File: src/isaPkg.sv
package isaPkg;

	localparam int wordW = 32;
	localparam int regAddrW = 5;
	localparam int opW = 6;
	localparam int functW = 6;
	localparam int immW = 16;
	localparam int shamtW = 5;
	localparam int targetW = 26;

	typedef logic [wordW-1:0] wordT;
	typedef logic [regAddrW-1:0] regAddrT;
	typedef logic [opW-1:0] opcodeT;
	typedef logic [functW-1:0] functT;

	localparam opcodeT opSpecial = 6'd0; // R-type decoded on funct
	localparam opcodeT opJ = 6'd2;
	localparam opcodeT opJal = 6'd3;
	localparam opcodeT opBeq = 6'd4;
	localparam opcodeT opBne = 6'd5;
	localparam opcodeT opAddi = 6'd8;
	localparam opcodeT opAddiu = 6'd9;
	localparam opcodeT opSlti = 6'd10;
	localparam opcodeT opAndi = 6'd12;
	localparam opcodeT opOri = 6'd13;
	localparam opcodeT opXori = 6'd14;
	localparam opcodeT opLui = 6'd15;
	localparam opcodeT opLw = 6'd35;
	localparam opcodeT opSw = 6'd43;

	localparam functT fnSll = 6'd0;
	localparam functT fnSrl = 6'd2;
	localparam functT fnJr = 6'd8;
	localparam functT fnAdd = 6'd32;
	localparam functT fnAddu = 6'd33;
	localparam functT fnSub = 6'd34;
	localparam functT fnSubu = 6'd35;
	localparam functT fnAnd = 6'd36;
	localparam functT fnOr = 6'd37;
	localparam functT fnXor = 6'd38;
	localparam functT fnNor = 6'd39;
	localparam functT fnSlt = 6'd42;
	localparam functT fnSltu = 6'd43;

	localparam regAddrT zeroReg = 5'd0;
	localparam regAddrT linkReg = 5'd31; // JAL return address

endpackage

File: src/coreIfs.sv
`timescale 1ns/10ps

interface regReadIf;
	import isaPkg::*;

	regAddrT rsAddr;
	regAddrT rtAddr;
	wordT rsData;
	wordT rtData;

	modport source (output rsAddr, output rtAddr, input rsData, input rtData);
	modport target (input rsAddr, input rtAddr, output rsData, output rtData);
endinterface


File: src/regFile.sv
`timescale 1ns/10ps

module regFile (
	input logic clk,
	input logic rstN,
	regReadIf.target rd,
	input logic wen,
	input isaPkg::regAddrT waddr,
	input isaPkg::wordT wdata
);
	import isaPkg::*;

	wordT regs [2**regAddrW];

	always_ff @(posedge clk) begin
		if (rstN && wen && (waddr != zeroReg)) begin
			regs[waddr] <= wdata;
		end
	end

	// r0 is never written, so force it on read
	assign rd.rsData = (rd.rsAddr == zeroReg) ? '0 : regs[rd.rsAddr];
	assign rd.rtData = (rd.rtAddr == zeroReg) ? '0 : regs[rd.rtAddr];

endmodule
File: src/flat_wrapper.sv
// flat-port wrapper written by rule: the top's interface ports become plain ports
module regFile_flat import isaPkg::*;
  (clk, rstN, wen, waddr, wdata, rd_rsAddr, rd_rtAddr, rd_rsData, rd_rtData);
  regReadIf rd_i ();
  input logic clk;
  input logic rstN;
  input logic wen;
  input isaPkg::regAddrT waddr;
  input isaPkg::wordT wdata;
  input wire logic [$bits(rd_i.rsAddr)-1:0] rd_rsAddr;
  input wire logic [$bits(rd_i.rtAddr)-1:0] rd_rtAddr;
  output wire logic [$bits(rd_i.rsData)-1:0] rd_rsData;
  output wire logic [$bits(rd_i.rtData)-1:0] rd_rtData;
  assign rd_i.rsAddr = rd_rsAddr;
  assign rd_i.rtAddr = rd_rtAddr;
  assign rd_rsData = rd_i.rsData;
  assign rd_rtData = rd_i.rtData;
  regFile u_core (.clk(clk), .rstN(rstN), .rd(rd_i), .wen(wen), .waddr(waddr), .wdata(wdata));
endmodule
File: config.mk
export PLATFORM = sky130hd
export DESIGN_NAME = regFile_flat
export DESIGN_NICKNAME = d
export VERILOG_FILES = /design/src/isaPkg.sv /design/src/coreIfs.sv /design/src/regFile.sv /design/src/flat_wrapper.sv
export SDC_FILE = /design/constraint.sdc
export NUM_CORES = 1
export LEC_CHECK = 0
export BUFFER_PORTS_ARGS = -buffer_cell sky130_fd_sc_hd__clkbuf_2
export CAP_MARGIN = 20
export CORE_ASPECT_RATIO = 0.6
export CORE_UTILIZATION = 43
export DETAILED_ROUTE_END_ITERATION = 16
export GPL_TIMING_DRIVEN = 0
export PLACE_DENSITY_LB_ADDON = 0.15
export SYNTH_ARGS = -nofsm -noshare
export SYNTH_HDL_FRONTEND = slang
export SYNTH_SLANG_ARGS = --single-unit
File: constraint.sdc
create_clock -name clk -period 4 [get_ports clk]
set_input_delay 0.2 -clock clk [delete_from_list [all_inputs] [get_ports clk]]
set_output_delay 0.2 -clock clk [all_outputs]
set_load 0.05 [all_outputs]
==> Word-level counts from Yosys, hierarchy flattened <==
Memory sizes are Yosys's and may differ from the RTL's.
Index checks and enable logic that the tools add are counted.
{ "op_classes": {"addsub": 0, "multipliers": 0, "div_mod_pow": 0, "order_cmp": 0, "eq_ne": 0, "shifts": 0, "muxes": 4, "bitwise_logic": 0, "reduce_logical": 5} }
{ "ops": {"columns": ["cell", "count"], "rows": [
  ["2-to-1 mux 32 bit", 2],
  ["logical NOT 5 bit", 2],
  ["nonzero test 5 bit", 1],
  ["logical AND 1 bit", 2],
  ["2-to-1 mux 1 bit", 2]
]} }
{ "totals": {"ff_bits": 0, "latch_bits": 0, "mem_bits_rw": 1024, "rom_bits": 0, "output_inout_bits": 64, "mem_count": 1} }
{ "mem_list": {"columns": ["name", "words", "word_bits", "read_ports", "rd_clocked_by_memory_dff", "write_ports", "line", "text"], "rows": [
  ["u_core.regs", 32, 32, 2, 0, 1, "regFile.sv:13", "wordT regs [2**regAddrW];"]
]} }

==> Logic depth before layout (Yosys ltp) <==
{ "depth": {"word_depth": 4, "mapped_depth": 9, "depth_no_buf": 4} }

==> Worst setup path before layout <==
Ideal clock, no wire load.
{ "synth_timing": {"path_kind": "input to output", "startpoint": "input rd_rtAddr[1]", "endpoint": "output rd_rtData[28]", "t_arrival_ns": 2.593, "slack_ns": 1.207, "path_stages": 7, "path_buffers": 3, "path_cell_list": "buf_2 -> buf_6 -> nor2b_1 -> clkbuf_1 -> a221oi_1 -> o21ai_0 -> a311oi_1"} }
{ "synth_between": {"elab_chain_len": 2} }
{ "synth_lines": {"columns": ["element", "line", "text"], "rows": [
  ["start: declaration", "flat_wrapper.sv:11", "input wire logic [$bits(rd_i.rtAddr)-1:0] rd_rtAddr;"],
  ["memory read (32 x 32 bit) / logical NOT 5 bit (equally long branches)", null, null],
  ["2-to-1 mux 32 bit (*)", "regFile.sv:23", "assign rd.rtData = (rd.rtAddr == zeroReg) ? '0 : regs[rd.rtAddr];"],
  ["end: declaration", "flat_wrapper.sv:13", "output wire logic [$bits(rd_i.rtData)-1:0] rd_rtData;"]
]} }
Every way passes the cells marked *; elsewhere a longest branch is shown, timed or not.

==> Worst setup path in the final report <==
{ "layout_timing": {"startpoint": "input rd_rtAddr[4]", "endpoint": "output rd_rtData[5]"} }
The elaborated chain is that of the path after synthesis.

==> impl_metrics.yaml <==
power_and_ir_drop:
  switching_share: 0.2532
  switchingPower_uw: 6014
  clock_power_share: 0.386
  powerDensity_mw_per_mm2: 436.9
  pwr-share-seq: 0.503
  internal-power_uw: 17740
  leakage_uw: 0.01732
  ir_worst_vdd_mv: 0.3171
  pwr-share-comb: 0.111
worst_setup_path:
  crit_chain: "clkbuf_1 -> or2_2 -> clkbuf_1 -> clkdlybuf4s15_1 -> o21ai_0 -> a311oi_1 -> clkbuf_2"
  end_kind: "output port"
  cp.arrival_ns: 3.89
  cp_data_required_time_ns: 3.80
  path_buf_inv: 4
  worst-path-max-fanout: 10
  crit_start: "rd_rtAddr[4]"
  critPathKind: "primary input to output port"
  crit_top_cell: "clkbuf_1"
  start_kind: "primary input"
  cp.depth: 7
  endpoint: "rd_rtData[5]"
  critPathMaxStageDelay_ns: 0.89
  slowest_stage: "clkdlybuf4s15_1"
  crit_family: "buffers and inverters"
sta:
  hold_viol: 0
  fin_crit_ns: 4.091
  finalMaxSlewViolations: 0
  setup_tns_ns: -0.3368
  worst_pin_slew_ns: 1.222
  setup_viol: 6
  rsz0062_at_grt: "no"
  fmax_mhz: 244.4
  finalCritPeriodShare: 1.023
  worst_slack_ns: -0.09147
  maxSlewHeadroom: 0.1855
global_route:
  grt_antenna_before_repair: 2
  grt_pass1_wl_mm: 240.1
  grt_use_total: 0.3172
  grt_pass1_vias: 28800
  grt_overflow: 0
  grt_max_degree: 33
placed_design:
  post-place-ws_ns: -0.4389
  dp_cells: 3980
  hpwl_mm: 125.2
  globalplace.congestion: 0.9196
  dpl_cell_area_sq_mm: 0.05116
  portBuffers: 105
clock_network:
  post-cts-setup-buffer-count: 0
  cts.clk_slew.worst_paths_ns: 0.06
  tritoncts: "done"
  htreeDepth: 3
  clock_sinks: 1024
  cts_resized: 4
  cts_buffers: 98
  cts-root-buf: "clkbuf_16"
  ctsHoldBuffers: 0
  cts.path.max_buffers: 3
drt:
  vias: 29870
  avgRoutedWirePerCell_um: 42.49
  ant_nets: 0
  drt-initial-drc-count: 5409
  drt_wl_total_mm: 177.0
  via_per_inst: 7.169
  drc: 0
  dr.pass1.iters: 7
die:
  io_pins: 114
  core_sq_mm: 0.1082
  die_w_um: 430.3
  rows: 93
  initial_core_util: 0.4373
  die_area_sq_mm: 0.1114
  die_height_um: 259.0
yosys:
  yosys_most_used_dff: "edfxtp_1"
  synth_edf_count: 1024
  synth-seq-cells: 1024
  yosysTopAreaCell: "edfxtp_1"
  ys_warn_count: 0
  avgSynthCellArea_sq_um: 20.01
  synth_common_cells: "edfxtp_1, mux4_2, mux2i_1, clkbuf_1, a22oi_1"
  synth_area_sq_mm: 0.04732
  synth_seq_area_share: 0.6498
  async_flop_share: 0
  synth_top_area_frac: 0.6498
  yosys-top-cells-area: "edfxtp_1, mux4_2, mux2i_1"
  yosysMostFrequentCell: "edfxtp_1"
  syn_inst: 2365
  ys_types: 36
job:
  cap_violations: 0
layout:
  fin_area_sq_mm: 0.05437
  final_cells: 4166
  finalCoreUtilization: 0.5024
  reg_top3: "u_core.regs x1024"
  diodes: 0
  nNetsFinal: 2717
  drive_gt1_frac: 0.3378
  syn2layout_area_growth_pct: 14.90
  largest_register_ffs: 1024
  top_register: "u_core.regs"
run_status:
  failed_checks: "setup timing"
  status: "complete, but fails checks"
hold_path:
  hp-class: "primary input to register"
  holdPathStages: 1
[layer usage]
layer | up-vias | GRT usage | wire (um)
met1 | 15820 | 0.4754 | 71310
met4 | 0 | 0.1005 | 6018
met3 | 301 | 0.1173 | 27290
li1 | 10960 | - | -
met5 | - | 0 | 0
met2 | 2786 | 0.4262 | 72400
[stage by stage]
stage / hold slack, ns / power, uW
finish: 0.1555 / 23750
floorplan: 0.2989 / 13650
global route: 0.1552 / 24240
global placement: 0.8466 / 14660
detailed placement: 0.8792 / 14730
CTS: 0.1085 / 23710
[power by group through the flow]
stage	clock [uW]	combinational, uW	sequential, uW
after floorplan	0	1480	12200
after global placement	0	2480	12200
after detailed placement	0	2550	12200
after CTS	9200	2550	12000
after global routing	9600	2680	12000
final	9170	2630	12000
[cell usage in the layout (no fill, tap or decap), types with 30 or more instances in the layout]
master	instances
a221oi_1	49
mux4_2	448
buf_2	62
a211oi_1	32
o21ai_0	56
a31oi_1	32
clkbuf_16	101
mux2_2	32
a221o_1	32
a22oi_1	64
clkbuf_2	109
nor2b_1	37
conb_1	32
edfxtp_1	1024
nand2_1	34
a311oi_1	30
nor2_4	31
mux2i_1	192
clkbuf_1	111
[cell families after synthesis]
logic type	share of synthesized area
other	0.00007925
and+or+nand+nor	0.01309
buffers and inverters	0.02298
muxes	0.2615
AOI/OAI and AO/OA	0.05257
DFF	0.6498
[cell type report]
cell class / count / area [sq um]
Tap cell: 1425 / 1783
Inverter: 2 / 7.507
Buffer: 202 / 1091
Sequential cell: 1024 / 30750
Clock buffer: 120 / 2599
Fill cell: 8650 / 53850
Timing Repair Buffer: 171 / 1881
Multi-Input combinational cell: 1168 / 15850
Clock inverter: 54 / 410.4
[worst min-delay path by stage]
stage	slack, ns	from	end
floorplan	0.30	wdata[0]	u_core.regs[0][0]$_DFFE_PP_
global placement	0.85	wdata[23]	u_core.regs[28][23]$_DFFE_PP_
CTS	0.11	wdata[23]	u_core.regs[20][23]$_DFFE_PP_
detailed placement	0.88	wdata[23]	u_core.regs[26][23]$_DFFE_PP_
finish	0.16	wdata[23]	u_core.regs[29][23]$_DFFE_PP_
global route	0.16	wdata[23]	u_core.regs[20][23]$_DFFE_PP_
Power figures use the tool's default switching activity.
