===== config.mk =====
export PLATFORM = sky130hd
export DESIGN_NAME = pcUnit
export DESIGN_NICKNAME = d
export VERILOG_FILES = /design/src/ctrlPkg.sv /design/src/isaPkg.sv /design/src/pcUnit.sv
export SDC_FILE = /design/constraint.sdc
export NUM_CORES = 1
export LEC_CHECK = 0
export BUFFER_PORTS_ARGS = -buffer_cell sky130_fd_sc_hd__buf_4
export CORE_ASPECT_RATIO = 1.75
export CORE_MARGIN = 4
export CORE_UTILIZATION = 50
export CTS_CLUSTER_DIAMETER = 30
export DETAILED_ROUTE_END_ITERATION = 8
export PLACE_DENSITY = 0.81
export SETUP_SLACK_MARGIN = 0.2
export SYNTH_ARGS = -nofsm -noshare
export SYNTH_HDL_FRONTEND = slang
export SYNTH_SLANG_ARGS = --single-unit

===== constraint.sdc =====
create_clock -name clk -period 4.86 [get_ports clk]
set_clock_uncertainty 0.05 [all_clocks]
set_input_delay 1.458 -clock clk [delete_from_list [all_inputs] [get_ports clk]]
set_output_delay 1.458 -clock clk [all_outputs]
set_load 0.1 [all_outputs]

===== src/ctrlPkg.sv =====
package ctrlPkg;

	typedef enum logic [3:0] {
		aluAdd,
		aluSub,
		aluAnd,
		aluOr,
		aluXor,
		aluNor,
		aluSlt,
		aluSltu,
		aluSll,
		aluSrl,
		aluLui
	} aluOpT;

	typedef enum logic {aSrcRs, aSrcRt} aSrcT; // Shifts take rt

	typedef enum logic [1:0] {bSrcRt, bSrcSext, bSrcZext, bSrcShamt} bSrcT;

	typedef enum logic [1:0] {dstRt, dstRd, dstLink} dstSelT;

	typedef enum logic [1:0] {wbAlu, wbMem, wbPc4} wbSelT;

	typedef struct packed {
		aluOpT aluOp;
		aSrcT aSrc;
		bSrcT bSrc;
		dstSelT dstSel;
		wbSelT wbSel;
		logic regWrite;
		logic memWrite;
		logic branchEq;
		logic branchNe;
		logic jump;
		logic jumpReg;
	} ctrlT;

	// Writes nothing and steps the PC by 4
	localparam ctrlT ctrlNop = '{aluOp: aluAdd, aSrc: aSrcRs, bSrc: bSrcRt, dstSel: dstRt,
		wbSel: wbAlu, regWrite: 1'b0, memWrite: 1'b0, branchEq: 1'b0, branchNe: 1'b0,
		jump: 1'b0, jumpReg: 1'b0};

endpackage


===== src/isaPkg.sv =====
package isaPkg;

	localparam int wordW = 32;
	localparam int regAddrW = 5;
	localparam int opW = 6;
	localparam int functW = 6;
	localparam int immW = 16;
	localparam int shamtW = 5;
	localparam int targetW = 26;

	typedef logic [wordW-1:0] wordT;
	typedef logic [regAddrW-1:0] regAddrT;
	typedef logic [opW-1:0] opcodeT;
	typedef logic [functW-1:0] functT;

	localparam opcodeT opSpecial = 6'd0; // R-type decoded on funct
	localparam opcodeT opJ = 6'd2;
	localparam opcodeT opJal = 6'd3;
	localparam opcodeT opBeq = 6'd4;
	localparam opcodeT opBne = 6'd5;
	localparam opcodeT opAddi = 6'd8;
	localparam opcodeT opAddiu = 6'd9;
	localparam opcodeT opSlti = 6'd10;
	localparam opcodeT opAndi = 6'd12;
	localparam opcodeT opOri = 6'd13;
	localparam opcodeT opXori = 6'd14;
	localparam opcodeT opLui = 6'd15;
	localparam opcodeT opLw = 6'd35;
	localparam opcodeT opSw = 6'd43;

	localparam functT fnSll = 6'd0;
	localparam functT fnSrl = 6'd2;
	localparam functT fnJr = 6'd8;
	localparam functT fnAdd = 6'd32;
	localparam functT fnAddu = 6'd33;
	localparam functT fnSub = 6'd34;
	localparam functT fnSubu = 6'd35;
	localparam functT fnAnd = 6'd36;
	localparam functT fnOr = 6'd37;
	localparam functT fnXor = 6'd38;
	localparam functT fnNor = 6'd39;
	localparam functT fnSlt = 6'd42;
	localparam functT fnSltu = 6'd43;

	localparam regAddrT zeroReg = 5'd0;
	localparam regAddrT linkReg = 5'd31; // JAL return address

endpackage


===== src/pcUnit.sv =====
`timescale 1ns/10ps

module pcUnit (
	input logic clk,
	input logic rstN,
	input isaPkg::wordT instr,
	input ctrlPkg::ctrlT ctrl,
	input logic zero,
	input isaPkg::wordT rsData,
	output isaPkg::wordT pc,
	output isaPkg::wordT pcPlus4
);
	import isaPkg::*;

	wordT branchOfs;
	wordT branchTarget;
	wordT jumpTarget;
	wordT pcNext;
	logic branchTaken;

	assign pcPlus4 = pc + wordT'(4);
	assign branchOfs = {{(wordW-immW-2){instr[15]}}, instr[immW-1:0], 2'b00};
	assign branchTarget = pcPlus4 + branchOfs;
	assign jumpTarget = {pcPlus4[31:28], instr[targetW-1:0], 2'b00}; // Same 256 MB region
	assign branchTaken = (ctrl.branchEq & zero) | (ctrl.branchNe & ~zero);

	always_comb begin
		if (ctrl.jumpReg) begin
			pcNext = rsData;
		end else if (ctrl.jump) begin
			pcNext = jumpTarget;
		end else if (branchTaken) begin
			pcNext = branchTarget;
		end else begin
			pcNext = pcPlus4;
		end
	end

	always_ff @(posedge clk) begin
		if (!rstN) begin
			pc <= '0;
		end else begin
			pc <= pcNext;
		end
	end

endmodule


After elaboration in Yosys (flattened, before gate mapping)
Index checks and enable logic that the tools add are counted.
Word-level totals
  bits in registers: 32
  input port bits: 84
  logic and storage cells: 10
  output and inout port bits: 64
Cells by class
  add/sub/neg operators: 2
  mux-type cells: 3
  bitwise operators: 4
Operators by type and width (number)
  32-bit 2-to-1 mux: 3
  32-bit by 3-bit adder with 32-bit output (second input constant): 1
  32-bit adder: 1
  1-bit AND: 2
  1-bit inverter: 1
  1-bit bitwise OR: 1

Longest topological paths before layout
Gate-level depths: netlist (run 1).
  depth in word-level cells: 6
  depth in mapped cells: 18
  gate-level depth less buffers: 17

Worst setup path after synthesis (run 1)
No wires, ideal clock.
  path type: flip-flop to flip-flop
  from: reg pc[2]
  to: reg pc[25]
  library setup time: 136 ps
  arrival: 5617 ps
  cell stages (with the launch flop): 17
  period minus slack after synthesis: 5803 ps
  path buffers: 1
  data required time: 4674 ps
  path slack: -943 ps
  path through: dfxtp_1 ha_1 inv_1 nor2_1 nand3_1 xnor2_1 ha_1 buf_4 a21o_1 a311oi_1 o21bai_1 a31o_2 a41oi_2 nor2_1 a311oi_1 a41o_1 a31oi_1
On the way
  longest elaborated chain between the ends: 5
RTL lines
  start: declaration: line pcUnit.sv:10  | output isaPkg::wordT pc,
  start signal: assignment: line pcUnit.sv:43  | pc <= pcNext;
  32-bit by 3-bit adder with 32-bit output: line pcUnit.sv:21  | assign pcPlus4 = pc + wordT'(4);
  net pcPlus4[16]: line pcUnit.sv:11  | output isaPkg::wordT pcPlus4
  32-bit adder: line pcUnit.sv:23  | assign branchTarget = pcPlus4 + branchOfs;
  32-bit 2-to-1 mux: line pcUnit.sv:32  | end else if (branchTaken) begin
  32-bit 2-to-1 mux: line pcUnit.sv:30  | end else if (ctrl.jump) begin
  32-bit 2-to-1 mux: line pcUnit.sv:28  | if (ctrl.jumpReg) begin
The timed path passes the listed nets, and every way through them passes these cells.
A chain may end at the register's enable or synchronous reset.

Worst setup path after layout (run 1)
  from: reg pc[2]
  to: out pcPlus4[26]
On the way
  longest elaborated chain between the ends: 1
RTL lines (line)
  32-bit by 3-bit adder with 32-bit output: pcUnit.sv:21
  end: declaration: pcUnit.sv:11
Every way passes these cells.

==> results of run 1 <==
[per-layer routing]
| metal | share of wire | global-route usage |
|---|---|---|
| met1 | 0.34 | 0.318 |
| met5 | 0 | 0 |
| met3 | 0.056 | 0.0415 |
| met4 | 0.069 | 0.212 |
| met2 | 0.53 | 0.567 |
[worst min-delay path, delay by kind of cell, from the launching register on]
| kind | cells | cell delay, ns |
|---|---|---|
| flip-flops | 1 | 0.32 |
| AND/OR/NAND/NOR | 2 | 0.19 |
| AO/OA/AOI/OAI | 1 | 0.11 |
[logic make-up after synthesis]
logic type | count (synthesis) | synth area share
fa+ha+maj | 37 | 0.124
flops | 32 | 0.169
xor+xnor | 52 | 0.120
compound gates | 169 | 0.319
simple gates | 163 | 0.202
buf+inv | 42 | 0.0537
mux | 4 | 0.0125
[stage by stage]
stage,utilization,hold WS [ns],instances
2_1_floorplan,-,1.07,499
3_3_place_gp,0.696,0.595,694
4_1_cts,0.717,0.618,701
3_5_place_dp,0.696,0.605,694
6_report,0.717,0.621,701
5_1_grt,0.717,0.656,701
[report_power, final]
group	switching [W]	leakage, nW	internal [W]
sequential	0.0000388	0.270	0.000288
combinational	0.000636	2.06	0.000278
clock	0.000120	0.0760	0.000215
total	0.000795	2.40	0.000782
[cell type report]
cell class	instances	area, um2
multi-input combinational	425	3240
fill	602	2060
timing repair buffer	133	998
sequential	32	657
clock buffer	7	153
tap	86	108
inverter	18	67.6
[Yosys cell counts (2+ instances only)]
cell type and n:
nand2_1 61, a21oi_1 41, ha_1 36, nor2_1 34, o21ai_0 34, xnor2_1 34
dfxtp_1 32, nand3_1 20, xor2_1 18, inv_1 17, clkbuf_1 12, o221ai_1 11
a21o_1 10, nand4_1 10, and2_1 9, o211ai_1 8, a211oi_1 7, and3_1 7
o21bai_1 7, a31oi_1 6, buf_4 5, nor2b_1 5, nor3_1 5, a311oi_1 4
and4_1 4, or3_1 4, a211oi_2 3, a41oi_1 3, a221oi_2 2, a222oi_1 2
a31o_2 2, a32o_1 2, buf_2 2, buf_6 2, mux2_2 2, nor4_1 2
o2111ai_1 2, o211ai_2 2, o21a_1 2, o21ai_2 2, o31ai_1 2
[final timing paths]
kind	from	to	slack, ns	cells past startpoint
max	pc[2]$_SDFF_PN0_	pcPlus4[26]	0.45	8
min	pc[1]$_SDFFE_PN0P_	pc[1]$_SDFFE_PN0P_	0.62	3
max reg2reg	pc[2]$_SDFF_PN0_	pc[27]$_SDFF_PN0_	0.61	16
min reg2reg	pc[1]$_SDFFE_PN0P_	pc[1]$_SDFFE_PN0P_	0.62	3
==> impl_metrics.tcl, run 1 <==
set metrics [dict create \
    status "finished, final reports clean" \
    synthCells 499 \
    power.density_mw_per_mm2 302 \
    layout_common_cells "133 x buf_4, 61 x nand2_1, 41 x a21oi_1" \
    path_buf_inv 2 \
    layout_commonest_cell "buf_4" \
    slowest_delay_ns 0.45 \
    cts_tree "yes" \
    drc 0 \
    dp_hpwl_mm 11.2 \
    drtPass1Iterations 5 \
    wl_per_cell_um 20.0 \
    tns_ns 0 \
    crit_top_cell "nor2_1" \
    ys_warn_count 0 \
    tightest_slew_ns 1.05 \
    ios 148 \
    ys_types 67 \
    postCtsHoldBufs 0 \
    yosysSeqAreaShare 0.169 \
    syn_nets 620 \
    leakage_nw 2.40 \
    critical_path.startpoint_type "flop" \
    antenna_cells 0 \
    grt_usage 0.312 \
    post-cts-setup-buffers 0 \
    hold_path.class "reg -> reg" \
    path_max_fanout 5 \
    synth_area_leaders "dfxtp_1 17%, ha_1 12%, xnor2_1 7.8%, nand2_1 6.0%, a21oi_1 5.4%" \
    core_area_mm2 0.00728 \
    fp-row-count 41 \
    maxCapViolations 0 \
    drive_gt1_frac 0.330 \
    viasPerCell 6.36 \
    finish.instance_area_mm2 0.00522 \
    relSlewSlack 0.294 \
    placed_area_mm2 0.00507 \
    synth.avg_cell_area_um2 7.61 \
    yosys.area.top_type_share 0.169 \
    rsz0062_at_grt "false" \
    cts.sinks 32 \
    critical_path.slowest_cell "nand3_1" \
    synth_top_area_cell "dfxtp_1" \
    crit_required_ns 3.35 \
    h-tree-depth 2 \
    top_regs "pc x32" \
    final.min_clock_period_ns 4.41 \
    setup_violations 0 \
    grt_pass1_vias 4539 \
    finalWeightedCongestion 1.01 \
    io_buffer_count 128 \
    synth_seq_cells 32 \
    cts_made_buffers 5 \
    largest_reg_flops 32 \
    area.growth.synth_to_final_pct 37.5 \
    die_h_um 123 \
    die_area_mm2 0.00911 \
    final.period_utilization 0.908 \
    slew_viol_final 0 \
    root_buffer "clkbuf_16" \
    grt_overflow_total 0 \
    die_w_um 73.9 \
    hold_viol 0 \
    max_clock_freq_ghz 0.227 \
    path_class "reg -> out" \
    post-place-ws_ns 0.505 \
    arrival_ns 2.91 \
    setup_ws_ns 0.445 \
    finalNetCount 736 \
    drtIter0Drc 324 \
    path_clk_slew_ns 0.06 \
    clk_latency_ns 0.28 \
    cp-end-kind "primary output" \
    synth.cell_area_mm2 0.00380 \
    path_cells "ha_1 > inv_1 > nor2_1 > nand3_1 > nor2_1 > nand4_1 > xnor2_4 > buf_4" \
    num_vias 4456 \
    drtAntennaViolNets 0 \
    power_w 0.00158 \
    clockBufferDepth 2 \
    async_flop_share 0 \
    ir_drop_mv 0.178 \
    cts_resized 0 \
    synth_edf_count 0 \
    antenna_found_initial 0 \
    crit_family "simple AND/OR/NAND/NOR gates" \
    initial_core_util 0.521 \
    grt_first_pass_wirelength_mm 21.8 \
    largest_register "pc" \
    routed_wl_mm 14.1 \
    grt_max_degree 30 \
    dominantRegCellSynth "dfxtp_1" \
]
Note: power is estimated with default switching activity, not from simulation.
==> run 2: changes to the inputs <==
- CORE_ASPECT_RATIO: 1.75 -> unset
- SLEW_MARGIN: unset -> 20
==> impl_metrics.tcl, run 2 (synthesized netlist as in run 1, its figures left out) <==
set metrics [dict create \
    status "finished, final reports clean" \
    ios 148 \
    hold_path.class "reg -> reg" \
    p_int_w 0.000718 \
    post-cts-setup-buffers 0 \
    drtIter0Drc 348 \
    holdWs_ns 0.622 \
    switching_share 0.523 \
    h-tree-depth 2 \
    placedCellCount 706 \
    postCtsHoldBufs 0 \
    max_clock_freq_ghz 0.228 \
    slew_viol_final 0 \
    grt_first_pass_wirelength_mm 21.0 \
    power.density_mw_per_mm2 290 \
    setup_violations 0 \
    wl_per_cell_um 18.8 \
    largest_reg_flops 32 \
    dp_hpwl_mm 10.6 \
    core_area_mm2 0.00733 \
    crit_required_ns 3.35 \
    ir_drop_mv 0.195 \
    layout_commonest_cell "buf_4" \
    grt_usage 0.297 \
    relSlewSlack 0.360 \
    io_buffer_count 128 \
    drc 0 \
    power_frac_comb 0.605 \
    tightest_slew_ns 0.952 \
    cts_resized 0 \
    antenna_found_initial 0 \
    cts_made_buffers 5 \
    grt_max_degree 30 \
    maxCapViolations 0 \
    seqPwrFrac 0.218 \
    drtPass1Iterations 5 \
    cts.sinks 32 \
    antenna_cells 0 \
    layout_common_cells "132 x buf_4, 61 x nand2_1, 41 x a21oi_1" \
    drtAntennaViolNets 0 \
    finalNetCount 735 \
    critical_path.startpoint_type "flop" \
    cp-end-kind "primary output" \
    fp-row-count 31 \
    reg2reg_slack_ns 0.71 \
    seq_area_um2 657 \
    arrival_ns 2.87 \
    clk_latency_ns 0.30 \
    nFillCells 612 \
    path_max_fanout 5 \
    hold_viol 0 \
    path_clk_slew_ns 0.07 \
    grt_pass1_vias 4168 \
    initial_core_util 0.518 \
    net-switching-power_w 0.000788 \
    layout.cells.non_filler 714 \
    leakage_nw 2.38 \
    die_w_um 95.2 \
    root_buffer "clkbuf_8" \
    top_regs "pc x32" \
    tns_ns 0 \
    area.growth.synth_to_final_pct 36.5 \
    grt_overflow_total 0 \
    viasPerCell 6.11 \
    routed_wl_mm 13.4 \
    multi_input_area_mm2 0.00324 \
    final.min_clock_period_ns 4.38 \
    setup_ws_ns 0.481 \
    path_class "reg -> out" \
    die_h_um 95.2 \
    p_clk_frac 0.178 \
    rsz0062_at_grt "false" \
    largest_register "pc" \
    die_area_mm2 0.00905 \
    finalWeightedCongestion 0.910 \
    num_vias 4360 \
    post-place-ws_ns 0.522 \
    final.period_utilization 0.901 \
    drive_gt1_frac 0.328 \
    cts_tree "yes" \
    clockBufferDepth 2 \
]
[run 2: final cells by class]
class | count | area share
multi-input cells | 425 | 0.625
repair buffers | 132 | 0.191
flip-flops and latches | 32 | 0.127
well taps | 99 | 0.0239
clock buffers | 6 | 0.0140
inverters | 18 | 0.0130
clock inverters | 2 | 0.00676
[run 2: final timing paths]
path,cells past startpoint,end,startpoint
hold reg to reg,3,pc[1]$_SDFFE_PN0P_,pc[1]$_SDFFE_PN0P_
setup reg to reg,16,pc[27]$_SDFF_PN0_,pc[2]$_SDFF_PN0_
setup / recovery,8,pcPlus4[26],pc[2]$_SDFF_PN0_
hold / removal,3,pc[1]$_SDFFE_PN0P_,pc[1]$_SDFFE_PN0P_
[run 2: routing by layer]
| layer | vias to the layer above | share of wire | global-route usage |
|---|---|---|---|
| li1 | 2080 | - | - |
| met1 | 2039 | 0.41 | 0.400 |
| met2 | 220 | 0.48 | 0.489 |
| met3 | 21 | 0.095 | 0.0592 |
| met4 | 0 | 0.014 | 0.0661 |
| met5 | - | 0 | 0 |
[run 2: through the flow]
stage | util | power [W] | area [um2]
4_1_cts | 0.707 | 0.00150 | 5180
2_1_floorplan | - | 0.00104 | 4100
6_report | 0.707 | 0.00151 | 5180
3_5_place_dp | 0.693 | 0.00123 | 5080
5_1_grt | 0.707 | 0.00157 | 5180
3_3_place_gp | 0.693 | 0.00122 | 5080
[run 2: power by group through the flow]
| stage | Sequential [W] | Clock (W) | Combinational (W) |
|---|---|---|---|
| floorplan | 0.000491 | 0 | 0.000544 |
| global route | 0.000331 | 0.000279 | 0.000961 |
| finish | 0.000327 | 0.000268 | 0.000910 |
| CTS | 0.000327 | 0.000269 | 0.000904 |
| detailed placement | 0.000333 | 0 | 0.000899 |
| global placement | 0.000332 | 0 | 0.000889 |
[run 2: critical path, cell delays in order (launching register included)]
cell	delay, ns
dfxtp_2	0.36
ha_1	0.23
inv_1	0.06
nor2_1	0.34
nand3_1	0.37
nor2_1	0.38
nand4_1	0.26
xnor2_4	0.25
buf_4	0.32
==> run 3: changes to the inputs <==
- CTS_BUF_LIST: unset -> sky130_fd_sc_hd__clkbuf_16
==> impl_metrics.tcl, run 3 (synthesized netlist as in run 1, its figures left out) <==
set metrics [dict create \
    clk_latency_ns 0.29 \
    path_class "reg -> out" \
    grt_use_met2 0.495 \
    slew_viol_final 0 \
    tightest_slew_ns 1.00 \
    switching_share 0.499 \
    core_area_mm2 0.00733 \
    finalNetCount 735 \
    ir_drop_mv 0.219 \
    root_buffer "clkbuf_16" \
    layout_common_cells "132 x buf_4, 61 x nand2_1, 41 x a21oi_1" \
    ios 148 \
    area.growth.synth_to_final_pct 38.0 \
    top_regs "pc x32" \
    die_h_um 95.2 \
    hold_viol 0 \
    largest_reg_flops 32 \
    drc 0 \
    net-switching-power_w 0.000803 \
    finish.instance_area_mm2 0.00524 \
    tns_ns 0 \
    crit_required_ns 3.35 \
    initial_core_util 0.518 \
    grt_usage 0.300 \
    path_cells "ha_1 > inv_1 > nor2_1 > nand3_1 > nor2_1 > nand4_1 > xnor2_4 > buf_4" \
    clockBufferDepth 2 \
    placed_area_mm2 0.00508 \
    slowest_delay_ns 0.39 \
    cts.sinks 32 \
    wl_per_cell_um 18.9 \
    leakage_nw 2.41 \
    viasPerCell 6.12 \
    crit_top_cell "nor2_1" \
    p_clk_frac 0.230 \
    io_buffer_count 128 \
    status "finished, final reports clean" \
    die_w_um 95.2 \
    critical_path.startpoint_type "flop" \
    p_int_w 0.000805 \
    maxCapViolations 0 \
    cts_made_buffers 5 \
    drtIter0Drc 275 \
    finalWeightedCongestion 0.910 \
    seq_area_um2 657 \
    seqPwrFrac 0.204 \
    cts_resized 0 \
    grt_max_degree 30 \
    layout_commonest_cell "buf_4" \
    hold_path.class "reg -> reg" \
    grt_overflow_total 0 \
    dp_hpwl_mm 10.6 \
    power.density_mw_per_mm2 307 \
    critical_path.slowest_cell "nor2_1" \
    arrival_ns 2.86 \
    die_area_mm2 0.00905 \
    max_clock_freq_ghz 0.229 \
    final.period_utilization 0.899 \
    grt_pass1_vias 4177 \
    setup_violations 0 \
    postCtsHoldBufs 0 \
    drtAntennaViolNets 0 \
    cp-end-kind "primary output" \
    fp-row-count 31 \
    path_clk_slew_ns 0.05 \
    h-tree-depth 2 \
    routed_wl_mm 13.5 \
    power_frac_comb 0.567 \
    relSlewSlack 0.327 \
    final.min_clock_period_ns 4.37 \
    post-cts-setup-buffers 0 \
    nFillCells 608 \
    drtPass1Iterations 5 \
    gr-usage-met1 0.397 \
    antenna_found_initial 0 \
    grt_first_pass_wirelength_mm 21.1 \
    rsz0062_at_grt "false" \
    path_max_fanout 5 \
    num_vias 4370 \
    largest_register "pc" \
    antenna_cells 0 \
    cts_tree "yes" \
    grt-busiest-layer "met2" \
    drive_gt1_frac 0.328 \
    grt_use_met3 0.0639 \
    multi_input_area_mm2 0.00324 \
]
run 3: cell count changes in the layout (fill, tap and decap cells not counted):
cell,previous run,this run
clkbuf_16,0,5
inv_1,17,18
clkbuf_1,1,0
clkbuf_8,5,0
run 3: stage by stage:
stage          power (W)  worst slack, ns  utilization  hold WS [ns]  std cells
5_1_grt          0.00167            0.267        0.715         0.690        714
6_report         0.00161            0.491        0.715         0.620        714
4_1_cts          0.00160            0.502        0.715         0.617        714
2_1_floorplan    0.00104            0.222            -          1.07        499
3_3_place_gp     0.00122            0.503        0.693         0.580        706
3_5_place_dp     0.00123            0.522        0.693         0.598        706
run 3: final cells by class:
type | instances | share of cell area
sequential | 32 | 0.125
inverter | 18 | 0.0129
tap | 99 | 0.0236
timing repair buffer | 132 | 0.189
clock buffer | 5 | 0.0239
multi-input combinational | 425 | 0.618
clock inverter | 3 | 0.00740
run 3: power by group through the flow:
| stage | Combinational [W] | Sequential, W | Clock, W |
|---|---|---|---|
| after floorplan | 0.000544 | 0.000491 | 0 |
| after global placement | 0.000889 | 0.000332 | 0 |
| after detailed placement | 0.000899 | 0.000333 | 0 |
| after CTS | 0.000904 | 0.000328 | 0.000371 |
| after global routing | 0.000962 | 0.000331 | 0.000377 |
| final | 0.000911 | 0.000328 | 0.000369 |
run 3: final timing paths:
check | startpoint | endpoint | slack [ns] | depth (start not counted)
worst max register to register | pc[2]$_SDFF_PN0_ | pc[27]$_SDFF_PN0_ | 0.71 | 16
worst min-delay path | pc[1]$_SDFFE_PN0P_ | pc[1]$_SDFFE_PN0P_ | 0.62 | 3
worst max-delay path | pc[2]$_SDFF_PN0_ | pcPlus4[26] | 0.49 | 8
worst min register to register | pc[1]$_SDFFE_PN0P_ | pc[1]$_SDFFE_PN0P_ | 0.62 | 3
run 3: worst max-delay path, delay by kind of cell, from the launching register on:
family,cells,cell delay [ns]
flops,1,0.35
buf+inv,2,0.38
simple gates,4,1.35
xor+xnor,1,0.25
fa+ha+maj,1,0.23
run 3: layer usage:
metal / wire length, um / part of all wire / vias up
met5: 0 / 0 / -
met4: 220 / 0.016 / 0
met3: 1130 / 0.084 / 24
met2: 6440 / 0.48 / 210
met1: 5730 / 0.42 / 2055
li1: - / - / 2081
