$ cat config.mk
export PLATFORM = sky130hd
export DESIGN_NAME = execUnit_flat
export DESIGN_NICKNAME = d
export VERILOG_FILES = /design/src/ctrlPkg.sv /design/src/isaPkg.sv /design/src/coreIfs.sv /design/src/execUnit.sv /design/src/flat_wrapper.sv
export SDC_FILE = /design/constraint.sdc
export NUM_CORES = 1
export LEC_CHECK = 0
export BUFFER_PORTS_ARGS = -buffer_cell sky130_fd_sc_hd__buf_2
export CELL_PAD_IN_SITES_DETAIL_PLACEMENT = 2
export CELL_PAD_IN_SITES_GLOBAL_PLACEMENT = 2
export CORE_MARGIN = 2
export CORE_UTILIZATION = 25
export DETAILED_ROUTE_END_ITERATION = 6
export PLACE_DENSITY_LB_ADDON = 0.1
export SLEW_MARGIN = 20
export SYNTH_ARGS = -nofsm -noshare
export SYNTH_HDL_FRONTEND = slang
export SYNTH_SLANG_ARGS = --single-unit
$ cat constraint.sdc
create_clock -name vclk -period 6.7
set_input_delay 0 -clock vclk [all_inputs]
set_output_delay 0 -clock vclk [all_outputs]
set_load 0.02 [all_outputs]
$ cat src/ctrlPkg.sv
package ctrlPkg;

	typedef enum logic [3:0] {
		aluAdd,
		aluSub,
		aluAnd,
		aluOr,
		aluXor,
		aluNor,
		aluSlt,
		aluSltu,
		aluSll,
		aluSrl,
		aluLui
	} aluOpT;

	typedef enum logic {aSrcRs, aSrcRt} aSrcT; // Shifts take rt

	typedef enum logic [1:0] {bSrcRt, bSrcSext, bSrcZext, bSrcShamt} bSrcT;

	typedef enum logic [1:0] {dstRt, dstRd, dstLink} dstSelT;

	typedef enum logic [1:0] {wbAlu, wbMem, wbPc4} wbSelT;

	typedef struct packed {
		aluOpT aluOp;
		aSrcT aSrc;
		bSrcT bSrc;
		dstSelT dstSel;
		wbSelT wbSel;
		logic regWrite;
		logic memWrite;
		logic branchEq;
		logic branchNe;
		logic jump;
		logic jumpReg;
	} ctrlT;

	// Writes nothing and steps the PC by 4
	localparam ctrlT ctrlNop = '{aluOp: aluAdd, aSrc: aSrcRs, bSrc: bSrcRt, dstSel: dstRt,
		wbSel: wbAlu, regWrite: 1'b0, memWrite: 1'b0, branchEq: 1'b0, branchNe: 1'b0,
		jump: 1'b0, jumpReg: 1'b0};

endpackage

$ cat src/isaPkg.sv
package isaPkg;

	localparam int wordW = 32;
	localparam int regAddrW = 5;
	localparam int opW = 6;
	localparam int functW = 6;
	localparam int immW = 16;
	localparam int shamtW = 5;
	localparam int targetW = 26;

	typedef logic [wordW-1:0] wordT;
	typedef logic [regAddrW-1:0] regAddrT;
	typedef logic [opW-1:0] opcodeT;
	typedef logic [functW-1:0] functT;

	localparam opcodeT opSpecial = 6'd0; // R-type decoded on funct
	localparam opcodeT opJ = 6'd2;
	localparam opcodeT opJal = 6'd3;
	localparam opcodeT opBeq = 6'd4;
	localparam opcodeT opBne = 6'd5;
	localparam opcodeT opAddi = 6'd8;
	localparam opcodeT opAddiu = 6'd9;
	localparam opcodeT opSlti = 6'd10;
	localparam opcodeT opAndi = 6'd12;
	localparam opcodeT opOri = 6'd13;
	localparam opcodeT opXori = 6'd14;
	localparam opcodeT opLui = 6'd15;
	localparam opcodeT opLw = 6'd35;
	localparam opcodeT opSw = 6'd43;

	localparam functT fnSll = 6'd0;
	localparam functT fnSrl = 6'd2;
	localparam functT fnJr = 6'd8;
	localparam functT fnAdd = 6'd32;
	localparam functT fnAddu = 6'd33;
	localparam functT fnSub = 6'd34;
	localparam functT fnSubu = 6'd35;
	localparam functT fnAnd = 6'd36;
	localparam functT fnOr = 6'd37;
	localparam functT fnXor = 6'd38;
	localparam functT fnNor = 6'd39;
	localparam functT fnSlt = 6'd42;
	localparam functT fnSltu = 6'd43;

	localparam regAddrT zeroReg = 5'd0;
	localparam regAddrT linkReg = 5'd31; // JAL return address

endpackage

$ cat src/coreIfs.sv
`timescale 1ns/10ps

interface regReadIf;
	import isaPkg::*;

	regAddrT rsAddr;
	regAddrT rtAddr;
	wordT rsData;
	wordT rtData;

	modport source (output rsAddr, output rtAddr, input rsData, input rtData);
	modport target (input rsAddr, input rtAddr, output rsData, output rtData);
endinterface

interface dataMemIf;
	import isaPkg::*;

	wordT addr; // Byte address
	wordT wdata;
	logic wen;
	wordT rdata;

	modport source (output addr, output wdata, output wen, input rdata);
	modport target (input addr, input wdata, input wen, output rdata);
endinterface

$ cat src/execUnit.sv
`timescale 1ns/10ps

module execUnit (
	input isaPkg::wordT instr,
	input ctrlPkg::ctrlT ctrl,
	input isaPkg::wordT pcPlus4,
	input logic rstN,
	regReadIf.source rd,
	dataMemIf.source mem,
	output logic zero,
	output isaPkg::wordT rsData,
	output logic wbEn,
	output isaPkg::regAddrT wbAddr,
	output isaPkg::wordT wbData
);
	import isaPkg::*;
	import ctrlPkg::*;

	regAddrT rdField;
	wordT immSext;
	wordT immZext;
	wordT shamtZext;
	wordT opA;
	wordT opB;
	wordT aluResult;

	assign rd.rsAddr = instr[25:21];
	assign rd.rtAddr = instr[20:16];
	assign rdField = instr[15:11];
	assign rsData = rd.rsData; // JR target

	assign immSext = {{(wordW-immW){instr[15]}}, instr[immW-1:0]};
	assign immZext = {{(wordW-immW){1'b0}}, instr[immW-1:0]};
	assign shamtZext = {{(wordW-shamtW){1'b0}}, instr[10:6]};

	assign opA = (ctrl.aSrc == aSrcRt) ? rd.rtData : rd.rsData;

	always_comb begin
		case (ctrl.bSrc)
			bSrcSext: opB = immSext;
			bSrcZext: opB = immZext;
			bSrcShamt: opB = shamtZext;
			default: opB = rd.rtData;
		endcase
	end

	always_comb begin
		case (ctrl.aluOp)
			aluAdd: aluResult = opA + opB;
			aluSub: aluResult = opA - opB;
			aluAnd: aluResult = opA & opB;
			aluOr: aluResult = opA | opB;
			aluXor: aluResult = opA ^ opB;
			aluNor: aluResult = ~(opA | opB);
			aluSlt: aluResult = {{(wordW-1){1'b0}}, $signed(opA) < $signed(opB)};
			aluSltu: aluResult = {{(wordW-1){1'b0}}, opA < opB};
			aluSll: aluResult = opA << opB[shamtW-1:0];
			aluSrl: aluResult = opA >> opB[shamtW-1:0];
			aluLui: aluResult = {opB[immW-1:0], {(wordW-immW){1'b0}}};
			default: aluResult = '0;
		endcase
	end

	assign zero = (aluResult == '0);

	assign mem.addr = aluResult;
	assign mem.wdata = rd.rtData;
	assign mem.wen = ctrl.memWrite & rstN;

	always_comb begin
		case (ctrl.dstSel)
			dstRd: wbAddr = rdField;
			dstLink: wbAddr = linkReg;
			default: wbAddr = rd.rtAddr;
		endcase
	end

	always_comb begin
		case (ctrl.wbSel)
			wbMem: wbData = mem.rdata;
			wbPc4: wbData = pcPlus4; // JAL link value
			default: wbData = aluResult;
		endcase
	end

	assign wbEn = ctrl.regWrite & rstN;

endmodule

$ cat src/flat_wrapper.sv
// flat-port wrapper written by rule: the top's interface ports become plain ports
module execUnit_flat import isaPkg::*; import ctrlPkg::*;
  (instr, ctrl, pcPlus4, rstN, zero, rsData, wbEn, wbAddr, wbData, rd_rsAddr, rd_rtAddr, rd_rsData, rd_rtData, mem_addr, mem_wdata, mem_wen, mem_rdata);
  regReadIf rd_i ();
  dataMemIf mem_i ();
  input isaPkg::wordT instr;
  input ctrlPkg::ctrlT ctrl;
  input isaPkg::wordT pcPlus4;
  input logic rstN;
  output logic zero;
  output isaPkg::wordT rsData;
  output logic wbEn;
  output isaPkg::regAddrT wbAddr;
  output isaPkg::wordT wbData;
  output wire logic [$bits(rd_i.rsAddr)-1:0] rd_rsAddr;
  output wire logic [$bits(rd_i.rtAddr)-1:0] rd_rtAddr;
  input wire logic [$bits(rd_i.rsData)-1:0] rd_rsData;
  input wire logic [$bits(rd_i.rtData)-1:0] rd_rtData;
  output wire logic [$bits(mem_i.addr)-1:0] mem_addr;
  output wire logic [$bits(mem_i.wdata)-1:0] mem_wdata;
  output wire logic [$bits(mem_i.wen)-1:0] mem_wen;
  input wire logic [$bits(mem_i.rdata)-1:0] mem_rdata;
  assign rd_rsAddr = rd_i.rsAddr;
  assign rd_rtAddr = rd_i.rtAddr;
  assign rd_i.rsData = rd_rsData;
  assign rd_i.rtData = rd_rtData;
  assign mem_addr = mem_i.addr;
  assign mem_wdata = mem_i.wdata;
  assign mem_wen = mem_i.wen;
  assign mem_i.rdata = mem_rdata;
  execUnit u_core (.instr(instr), .ctrl(ctrl), .pcPlus4(pcPlus4), .rstN(rstN), .rd(rd_i), .mem(mem_i), .zero(zero), .rsData(rsData), .wbEn(wbEn), .wbAddr(wbAddr), .wbData(wbData));
endmodule
Word level (Yosys, flattened, before mapping)
Cells that the tools add are included.
{ "word_totals": {"reg_bits": 0, "input_bits": 178, "output_inout_bits": 146, "word_cells": 36} }
{ "classes": {"n_addsub": 2, "order_cmp": 2, "eq_ne": 17, "n_shift": 2, "mux": 5, "bitwise": 6, "n_reduce_logical": 2} }
{ "ops": {"columns": ["op", "n"], "rows": [
  ["$pmux W32 S11", 1],
  ["$pmux W32 S3", 1],
  ["$lt A32 B32 Y1", 2],
  ["$pmux W32 S2", 1],
  ["$add A32 B32 Y32", 1],
  ["$and A32 B32 Y32", 1],
  ["$logic_not A32 Y1", 1],
  ["$mux W32", 1],
  ["$not A32 Y32", 1],
  ["$or A32 B32 Y32", 1],
  ["$shl A32 B5 Y32", 1],
  ["$shr A32 B5 Y32", 1],
  ["$sub A32 B32 Y32", 1],
  ["$xor A32 B32 Y32", 1],
  ["$eq A4 B3 Y1 const B", 4],
  ["$eq A4 B4 Y1 const B", 3],
  ["$pmux W5 S2", 1],
  ["$eq A2 B2 Y1 const B", 4],
  ["$eq A4 B2 Y1 const B", 2],
  ["$eq A2 B1 Y1 const B", 3],
  ["$eq A4 B1 Y1 const B", 1],
  ["$logic_not A4 Y1", 1],
  ["$and A1 B1 Y1", 2]
]} }

Longest topological paths before layout
Gate-level depths: netlist of the first run.
{ "logic_depth": {"word_depth": 6, "depth_mapped": 22, "ltp_nobuf": 17} }

Worst setup path before layout of the first run
OpenSTA, ideal clock, no wires.
{ "synth_timing": {"kind": "input-to-output", "startpoint": "in ctrl[11] (netlist bit)", "endpoint": "out zero", "arrival_time_ns": 5.278, "t_required_ns": 6.700, "setup_slack_ns": 1.422, "path_stages": 19, "path_buffers": 5, "path_cell_list": "buf_6 mux2i_1 mux2_2 buf_2 clkbuf_1 clkbuf_1 buf_1 ha_1 nor2_1 nand3b_1 a2111oi_0 o21ai_0 o41ai_1 o21ai_0 a21oi_1 o2111ai_1 nand4b_1 or4_1 nor4_2"} }
{ "synth_between": {"elab_chain_len": 6, "word_cells_on_any_way": 16, "cone_classes": "add/sub: 2; order compare: 2; eq/ne: 3; shift: 2; mux: 2; bitwise: 4; reduce/logical: 1"} }
{ "synth_lines": {"columns": ["item", "line", "text"], "rows": [
  ["from (decl)", "flat_wrapper.sv:7", "input ctrlPkg::ctrlT ctrl;"],
  ["$eq A2 B2 Y1 or $eq A2 B1 Y1 (tied branches)", "execUnit.sv:39", "case (ctrl.bSrc)"],
  ["$pmux W32 S3 *", "execUnit.sv:39", null],
  ["branches (longest 2 deep; another with $sub A32 B32 Y32)", null, null],
  ["$pmux W32 S11 *", "execUnit.sv:48", "case (ctrl.aluOp)"],
  ["via mem_addr[17]", "flat_wrapper.sv:19", "output wire logic [$bits(mem_i.addr)-1:0] mem_addr;"],
  ["$logic_not A32 Y1 *", "execUnit.sv:64", "assign zero = (aluResult == '0);"],
  ["to (decl)", "flat_wrapper.sv:10", "output logic zero;"]
]} }
Mark *: on every way through the listed nets, which the timed path passes.

Final worst setup path of the first run
{ "layout_timing": {"startpoint": "in ctrl[11] (netlist bit)", "endpoint": "out zero"} }
{ "layout_between": {"elab_chain_len": 6, "word_cells_on_any_way": 16, "cone_classes": "add/sub: 2; order compare: 2; eq/ne: 3; shift: 2; mux: 2; bitwise: 4; reduce/logical: 1"} }
{ "layout_lines": {"columns": ["item", "line"], "rows": [
  ["$eq A2 B2 Y1 or $eq A2 B1 Y1 (tied branches)", "execUnit.sv:39"],
  ["$pmux W32 S3 *", "execUnit.sv:39"],
  ["branches (longest 2 deep; another with $sub A32 B32 Y32)", null],
  ["$pmux W32 S11 *", "execUnit.sv:48"],
  ["$logic_not A32 Y1 *", "execUnit.sv:64"]
]} }
Mark *: on every way between the ends.

==> results of run 1 <==
-- cell families (layout without fill, tap and decap cells) --
logic type / Yosys count / in the layout / synth area share, %
AOI/OAI and AO/OA: 689 / 689 / 38.97
xor gates and xnor gates: 13 / 13 / 0.9409
other: 0 / 1 / 0
buffers and inverters: 328 / 519 / 13.61
adders and majority gates: 104 / 104 / 10.88
muxes: 160 / 160 / 15.42
and+or+nand+nor: 542 / 542 / 20.19
-- critical path, stage by stage --
cell and delay, ns:
buf_2 0.57, nor2b_1 0.38, nand2_1 0.15, o21ai_0 0.24, ha_1 0.60, inv_1 0.17, a2111oi_0 0.55, buf_4 0.24
a211oi_1 0.08, nor2_1 0.41, o221a_2 0.26, o21ai_0 0.36, a2111oi_2 0.63, nand4_1 0.14, nor4_1 0.26, nand4_1 0.18
or4_1 0.58, nor4_2 0.18, buf_2 0.22
-- routing by layer --
layer / GRT usage, % / wire length [microns] / vias up
met4: 9.957 / 3118 / 4
met5: 0 / 27 / -
met2: 55.43 / 40440 / 670
met3: 3.633 / 5615 / 124
met1: 46.92 / 39440 / 8559
li1: - / - / 7229
-- worst max-delay path by stage --
stage	from	endpoint	slack, ns	cells after the start
after detailed placement	ctrl[11]	zero	0.65	19
after global placement	ctrl[11]	zero	0.86	19
after floorplan	ctrl[11]	zero	1.42	19
after CTS	ctrl[11]	zero	0.61	19
after global routing	ctrl[11]	zero	0.11	19
final	ctrl[11]	zero	0.49	19
-- metrics by stage --
stage | setup slack [ns] | util (%) | hold WS, ns | cells | cell area (sq um)
finish | 0.4913 | 29.33 | 0.000006929 | 2643 | 14000
global route | 0.1091 | 29.32 | 0.00006859 | 2642 | 14000
CTS | 0.6078 | 29.32 | 0.0001487 | 2642 | 14000
detailed placement | 0.6513 | 29.32 | 0.0001487 | 2642 | 14000
global placement | 0.8571 | 29.32 | 0.0001487 | 2642 | 14000
floorplan | 1.422 | - | 0.1126 | 1836 | 12100
-- placed cells by master (no fill, tap or decap), drive strengths merged, types with 8 or more instances in the layout --
cell,Yosys,final
mux2,25,25
a22oi,33,33
o21bai,12,12
nand2b,11,11
mux4,12,12
nor3,55,55
or2,8,8
ha,102,102
nand4,11,11
o22ai,26,26
o21a,26,26
o21ai,108,108
xnor2,10,10
a31oi,21,21
nand2,169,169
a211oi,48,48
o2111ai,11,11
buf,135,400
nand3,34,34
nor4,17,17
a21o,18,18
a22o,8,8
a2111oi,11,11
a221oi,54,54
and2,10,10
inv,117,117
mux2i,123,123
nor2b,14,14
or3,10,10
o31ai,21,21
a21oi,166,166
o221ai,21,21
nor2,181,181
o211ai,31,31
-- area by class of cell --
| type | instances | area, sq um | share of cell area [%] |
|---|---|---|---|
| multi-input cells | 1508 | 10520 | 75.11 |
| repair buffers | 400 | 2267 | 16.19 |
| well taps | 615 | 769.5 | 5.495 |
| inverters | 119 | 446.7 | 3.190 |
| diodes | 1 | 2.502 | 0.01787 |
==> flow_summary.json, run 1 <==
{
  "outcome": "completed",
  "rsz0062_at_grt": "no",
  "finalWorstPathRequiredPeriod_ns": 6.209,
  "synth_nets": 2118,
  "drc": 0,
  "ys_seq_area_share_pct": 0,
  "overflow": 0,
  "n_clock_buffer": 0,
  "cp-end-kind": "output pin",
  "syn_area_per_cell_sq_um": 6.591,
  "ff_latch_area_sq_um": 0,
  "vias": 16590,
  "crit_fanout": 26,
  "min_to": "rd_rsAddr[1]",
  "path_class": "input port to output pin",
  "cp.arrival_ns": 6.21,
  "wire_per_inst_microns": 33.54,
  "port_buffers": 304,
  "report.final.slew_viol_count": 0,
  "drt-total-wl_microns": 88640,
  "cts_resized": 0,
  "flops_and_latches": 0,
  "hpwl_microns": 71680,
  "nets": 2311,
  "maxCapViolCount": 0,
  "hp-start": "instr[22]",
  "cp_data_required_time_ns": 6.70,
  "grt_pass1_vias": 16920,
  "synth_top_area_share_pct": 10.55,
  "synthTopCellsByCount": "nor2_1 (181), nand2_1 (168), a21oi_1 (166)",
  "dieArea_sq_um": 50180,
  "drtAntennaViolNets": 0,
  "ctsHoldBuffers": 0,
  "fill_cells": 5866,
  "yosysMostFrequentCell": "nor2_1",
  "tns_ns": 0,
  "period_share_pct": 92.67,
  "grt_pass1_wl_microns": 125900,
  "core-area_sq_um": 47750,
  "drt_first_pass_iters": 5,
  "synth_area_sq_um": 12100,
  "gp_congestion": 1.019,
  "ios": 324,
  "synth_cell_type_count": 81,
  "die_w_microns": 224.0,
  "worst_slew_pin_slew_ns": 1.110,
  "yosysTopAreaCell": "ha_1",
  "hp-class": "input port to output pin",
  "setup_viol": 0,
  "grt_max_degree": 72,
  "fmax_ghz": 0.1611,
  "drtIter0Drc": 1695,
  "post-cts-setup-buffers": 0,
  "slew_headroom_pct": 25.32,
  "critPathLaunchType": "input port",
  "yosysWarnings": 0,
  "grt_usage_pct": 33.96,
  "area_growth_pct": 15.72,
  "start_util_pct": 25.35,
  "rows": 80,
  "antenna_found_initial": 3,
  "layout-drive-gt1-share_pct": 23.88,
  "finalHoldViolations": 0,
  "via_per_inst": 6.275,
  "synthCells": 1836,
  "ys_top_cells_by_area": "ha_1 (11%), mux2i_1 (9.5%), a21oi_1 (6.9%)",
  "die_h_microns": 224.0,
  "hold_depth": 0
}
==> run 2, diff against run 1 <==
--- a/config.mk
+++ b/config.mk
@@ -9,10 +9,11 @@
 export CELL_PAD_IN_SITES_DETAIL_PLACEMENT = 2
 export CELL_PAD_IN_SITES_GLOBAL_PLACEMENT = 2
 export CORE_MARGIN = 2
-export CORE_UTILIZATION = 25
+export CORE_UTILIZATION = 30
 export DETAILED_ROUTE_END_ITERATION = 6
 export PLACE_DENSITY_LB_ADDON = 0.1
 export SLEW_MARGIN = 20
 export SYNTH_ARGS = -nofsm -noshare
 export SYNTH_HDL_FRONTEND = slang
 export SYNTH_SLANG_ARGS = --single-unit
+export TNS_END_PERCENT = 10
==> flow_summary.json, run 2 (same netlist as run 1, synthesis figures left out) <==
{
  "vias": 16780,
  "cts_resized": 0,
  "grt_max_degree": 78,
  "ff_latch_area_sq_um": 0,
  "die_w_microns": 204.8,
  "p_int_uw": 637.3,
  "worst_slew_pin_slew_ns": 1.141,
  "nets": 2318,
  "fin_cells": 2559,
  "cp.arrival_ns": 6.18,
  "switching_share_pct": 69.32,
  "slew_headroom_pct": 23.26,
  "hp-start": "instr[22]",
  "path_class": "input port to output pin",
  "tns_ns": 0,
  "crit_fanout": 14,
  "overflow": 0,
  "die_h_microns": 204.8,
  "cp-end-kind": "output pin",
  "outcome": "completed",
  "start_util_pct": 30.46,
  "final_common_cell": "buf_2",
  "report.final.slew_viol_count": 0,
  "power_switching_mw": 1.440,
  "finalHoldViolations": 0,
  "ios": 324,
  "rows": 73,
  "setup_viol": 0,
  "area_growth_pct": 15.28,
  "crit_end": "zero",
  "ctsHoldBuffers": 0,
  "rsz0062_at_grt": "no",
  "core-area_sq_um": 39730,
  "via_per_inst": 6.559,
  "port_buffers": 304,
  "grt_usage_pct": 40.03,
  "critPathLaunchType": "input port",
  "p_leak_nw": 6.260,
  "combPwrFrac_pct": 100.0,
  "gp_congestion": 1.065,
  "layout-drive-gt1-share_pct": 24.09,
  "drtAntennaViolNets": 0,
  "grt_pass1_wl_microns": 123300,
  "finalWorstPathRequiredPeriod_ns": 6.179,
  "layout_common_cells": "buf_2 (304), nor2_1 (181), nand2_1 (168)",
  "dp.cells": 2558,
  "drt_first_pass_iters": 5,
  "maxCapViolCount": 0,
  "vdd_drop_max_mv": 0.05225,
  "drt-total-wl_microns": 87100,
  "post-cts-setup-buffers": 0,
  "hpwl_microns": 70880,
  "clockPowerShare_pct": 0,
  "n_antenna_cell": 0,
  "drc": 0,
  "power_density_nw_per_um2": 148.9,
  "wire_per_inst_microns": 34.04,
  "hp-class": "input port to output pin",
  "cp_data_required_time_ns": 6.70,
  "fmax_ghz": 0.1618,
  "n_clock_buffer": 0,
  "seq_power_share_pct": 0,
  "flops_and_latches": 0,
  "grt_pass1_vias": 16870,
  "antenna_found_initial": 3,
  "dieArea_sq_um": 41960,
  "drtIter0Drc": 1861,
  "critical_path.startpoint": "ctrl[11]",
  "period_share_pct": 92.23,
  "fill_cells": 4961
}
## run 2: cell count changes in the layout (fill, tap and decap cells not counted), moves of 2 or more
cell,previous run,this run
buf_12,2,4
buf_4,94,99
a2111oi_0,7,9
nor3_1,50,53
nor3_2,5,2
a2111oi_1,2,0
## run 2: stage by stage
step	total power [mW]	cell area, sq um	setup WS, ns	utilization [%]	hold slack (ns)
6_report	2.077	13950	0.5207	35.11	0.000007627
5_1_grt	2.173	13950	0.3538	35.11	0.00007663
4_1_cts	2.013	13930	0.7448	35.05	0.0001367
3_5_place_dp	2.004	13930	0.7863	35.05	0.0001367
3_3_place_gp	1.969	13920	0.8988	35.04	0.0001367
2_1_floorplan	1.204	12100	1.422	-	0.1126
## run 2: area by class of cell
class | count | area (sq um) | area share, %
Tap cell | 525 | 656.9 | 4.709
Timing Repair Buffer | 407 | 2345 | 16.81
Inverter | 119 | 446.7 | 3.202
Multi-Input combinational cell | 1508 | 10500 | 75.28
## run 2: critical path: stages
cell and delay (ns):
buf_2 0.34, buf_4 0.31, mux2i_1 0.13, mux2_2 0.33
ha_1 0.39, nor2_1 0.22, nand3b_1 0.20, a2111oi_0 0.98
buf_4 0.28, o21ai_0 0.15, o41ai_1 0.61, o21ai_0 0.15
a21oi_1 0.46, o2111ai_1 0.39, nand4b_1 0.29, or4_1 0.55
nor4_2 0.14, buf_2 0.21
## run 2: how the worst min path moves through the flow
stage                         endpoint  slack, ns  cells after the start
final                     rd_rsAddr[1]   0.000008                      0
after global routing      rd_rsAddr[1]    0.00008                      0
after CTS                 rd_rsAddr[0]     0.0001                      0
after detailed placement  rd_rsAddr[0]     0.0001                      0
after global placement    rd_rsAddr[0]     0.0001                      0
after floorplan           mem_wdata[0]       0.11                      1
## run 2: power groups by stage
stage / Combinational (mW) / Sequential [mW] / Clock, mW
2_1_floorplan: 1.20 / 0 / 0
3_3_place_gp: 1.97 / 0 / 0
3_5_place_dp: 2.00 / 0 / 0
4_1_cts: 2.01 / 0 / 0
5_1_grt: 2.17 / 0 / 0
6_report: 2.08 / 0 / 0
## run 2: metal layers
metal	vias to the layer above	routed length [microns]	GRT usage [%]
li1	7230	-	-
met1	8593	37750	54.46
met2	770	38190	61.74
met3	185	6119	5.536
met4	6	4996	19.31
met5	-	41	0
Power figures use the tool's default switching activity.
==> run 3, diff against run 2 <==
--- a/config.mk
+++ b/config.mk
@@ -11,6 +11,7 @@
 export CORE_MARGIN = 2
 export CORE_UTILIZATION = 30
 export DETAILED_ROUTE_END_ITERATION = 6
+export GPL_TIMING_DRIVEN = 0
 export PLACE_DENSITY_LB_ADDON = 0.1
 export SLEW_MARGIN = 20
 export SYNTH_ARGS = -nofsm -noshare
==> flow_summary.json, run 3 (same netlist as run 1, synthesis figures left out) <==
{
  "holdWs_ns": 0.2178,
  "wire_per_inst_microns": 38.30,
  "max_stage_delay_ns": 0.67,
  "core-area_sq_um": 39730,
  "drc": 15,
  "crit_path_frequent_cell": "buf_2",
  "utilization_pct": 36.70,
  "die_w_microns": 204.8,
  "drt_first_pass_iters": 7,
  "grt_pass1_vias": 18910,
  "hp-class": "input port to output pin",
  "dieArea_sq_um": 41960,
  "critPathLaunchType": "input port",
  "vias": 18580,
  "cp.arrival_ns": 6.72,
  "multi_input_area_sq_um": 10700,
  "period_share_pct": 100.3,
  "n_clock_buffer": 0,
  "die_h_microns": 204.8,
  "rsz0062_at_grt": "no",
  "cp_data_required_time_ns": 6.70,
  "maxCapViolCount": 0,
  "path_class": "input port to output pin",
  "drt-total-wl_microns": 102200,
  "start_util_pct": 30.46,
  "gp_congestion": 1.104,
  "drtAntennaViolNets": 0,
  "critPathSlowestCell": "a41oi_1",
  "layout-drive-gt1-share_pct": 25.34,
  "overflow": 0,
  "hp-start": "instr[22]",
  "via_per_inst": 6.964,
  "ios": 324,
  "rows": 73,
  "flops_and_latches": 0,
  "area_growth_pct": 20.48,
  "finalHoldViolations": 0,
  "grt_max_degree": 30,
  "slew_headroom_pct": 12.39,
  "finalWorstPathRequiredPeriod_ns": 6.719,
  "drtIter0Drc": 2576,
  "worst_slew_pin_slew_ns": 1.308,
  "critical_path.startpoint": "ctrl[10]",
  "setup_viol": 1,
  "violations": "design-rule violations, negative setup slack",
  "antenna_found_initial": 8,
  "ff_latch_area_sq_um": 0,
  "crit_chain": "buf_2 -> buf_2 -> clkbuf_1 -> buf_2 -> o21ai_1 -> ha_1 -> clkbuf_1 -> or2_2 -> or3_1 -> or4_1 -> o21ai_1 -> a21oi_1 -> o21ba_2 -> or3_1 -> a41oi_1 -> nand4_1 -> or4_1 -> nor4_2 -> buf_2",
  "port_buffers": 307,
  "outcome": "finished, violations left",
  "fill_cells": 4934,
  "grt_usage_pct": 47.16,
  "fmax_ghz": 0.1488,
  "final_common_cell": "buf_2",
  "crit_fanout": 10,
  "nets": 2423,
  "layout_setup_ws_ns": -0.01919,
  "grt_pass1_wl_microns": 142300,
  "report.final.slew_viol_count": 0,
  "cp-end-kind": "output pin",
  "layout_common_cells": "buf_2 (333), nor2_1 (180), nand2_1 (168)",
  "hpwl_microns": 84220
}
run 3: final cells by class:
cell class	count	area share [%]
multi-input combinational	1508	73.41
buffer	198	8.041
timing repair buffer	314	10.91
antenna	4	0.06865
inverter	119	3.064
tap	525	4.505
run 3: metal layers:
| metal | up-vias | global-route usage [%] | part of all wire [%] |
|---|---|---|---|
| li1 | 7443 | - | - |
| met1 | 9281 | 57.70 | 38 |
| met2 | 1413 | 72.79 | 43 |
| met3 | 436 | 13.12 | 11 |
| met4 | 6 | 29.40 | 7.6 |
| met5 | - | 0 | 0.035 |
run 3: metrics by stage:
step | area [sq um] | TNS [ns] | setup WS [ns] | cells
after floorplan | 12100 | 0 | 1.422 | 1836
after global placement | 14300 | -11.19 | -1.669 | 2668
after detailed placement | 14380 | -4.355 | -1.404 | 2671
after CTS | 14480 | 0 | 0.07060 | 2664
after global routing | 14570 | 0 | 0.005178 | 2664
final | 14580 | -0.01919 | -0.01919 | 2668
run 3: timing repair:
action / CTS / global route
resized for setup: 30 / 18
setup endpoints to repair: 20 / 1
hold buffers: 0 / 0
pin swaps: 1 / 3
buffers inserted: 1 / 3
hold endpoints to repair: 0 / 0
run 3: path summary, 6_finish.rpt:
check                 depth (start not counted)  slack [ns]            to
worst max-delay path                         19       -0.02          zero
worst min-delay path                          2        0.22  rd_rsAddr[1]
run 3: critical path, delay by kind of cell:
family          cells  cell delay [ns]
simple gates        7             2.63
compound gates      5             1.83
buf+inv             6             1.81
fa+ha+maj           1             0.42
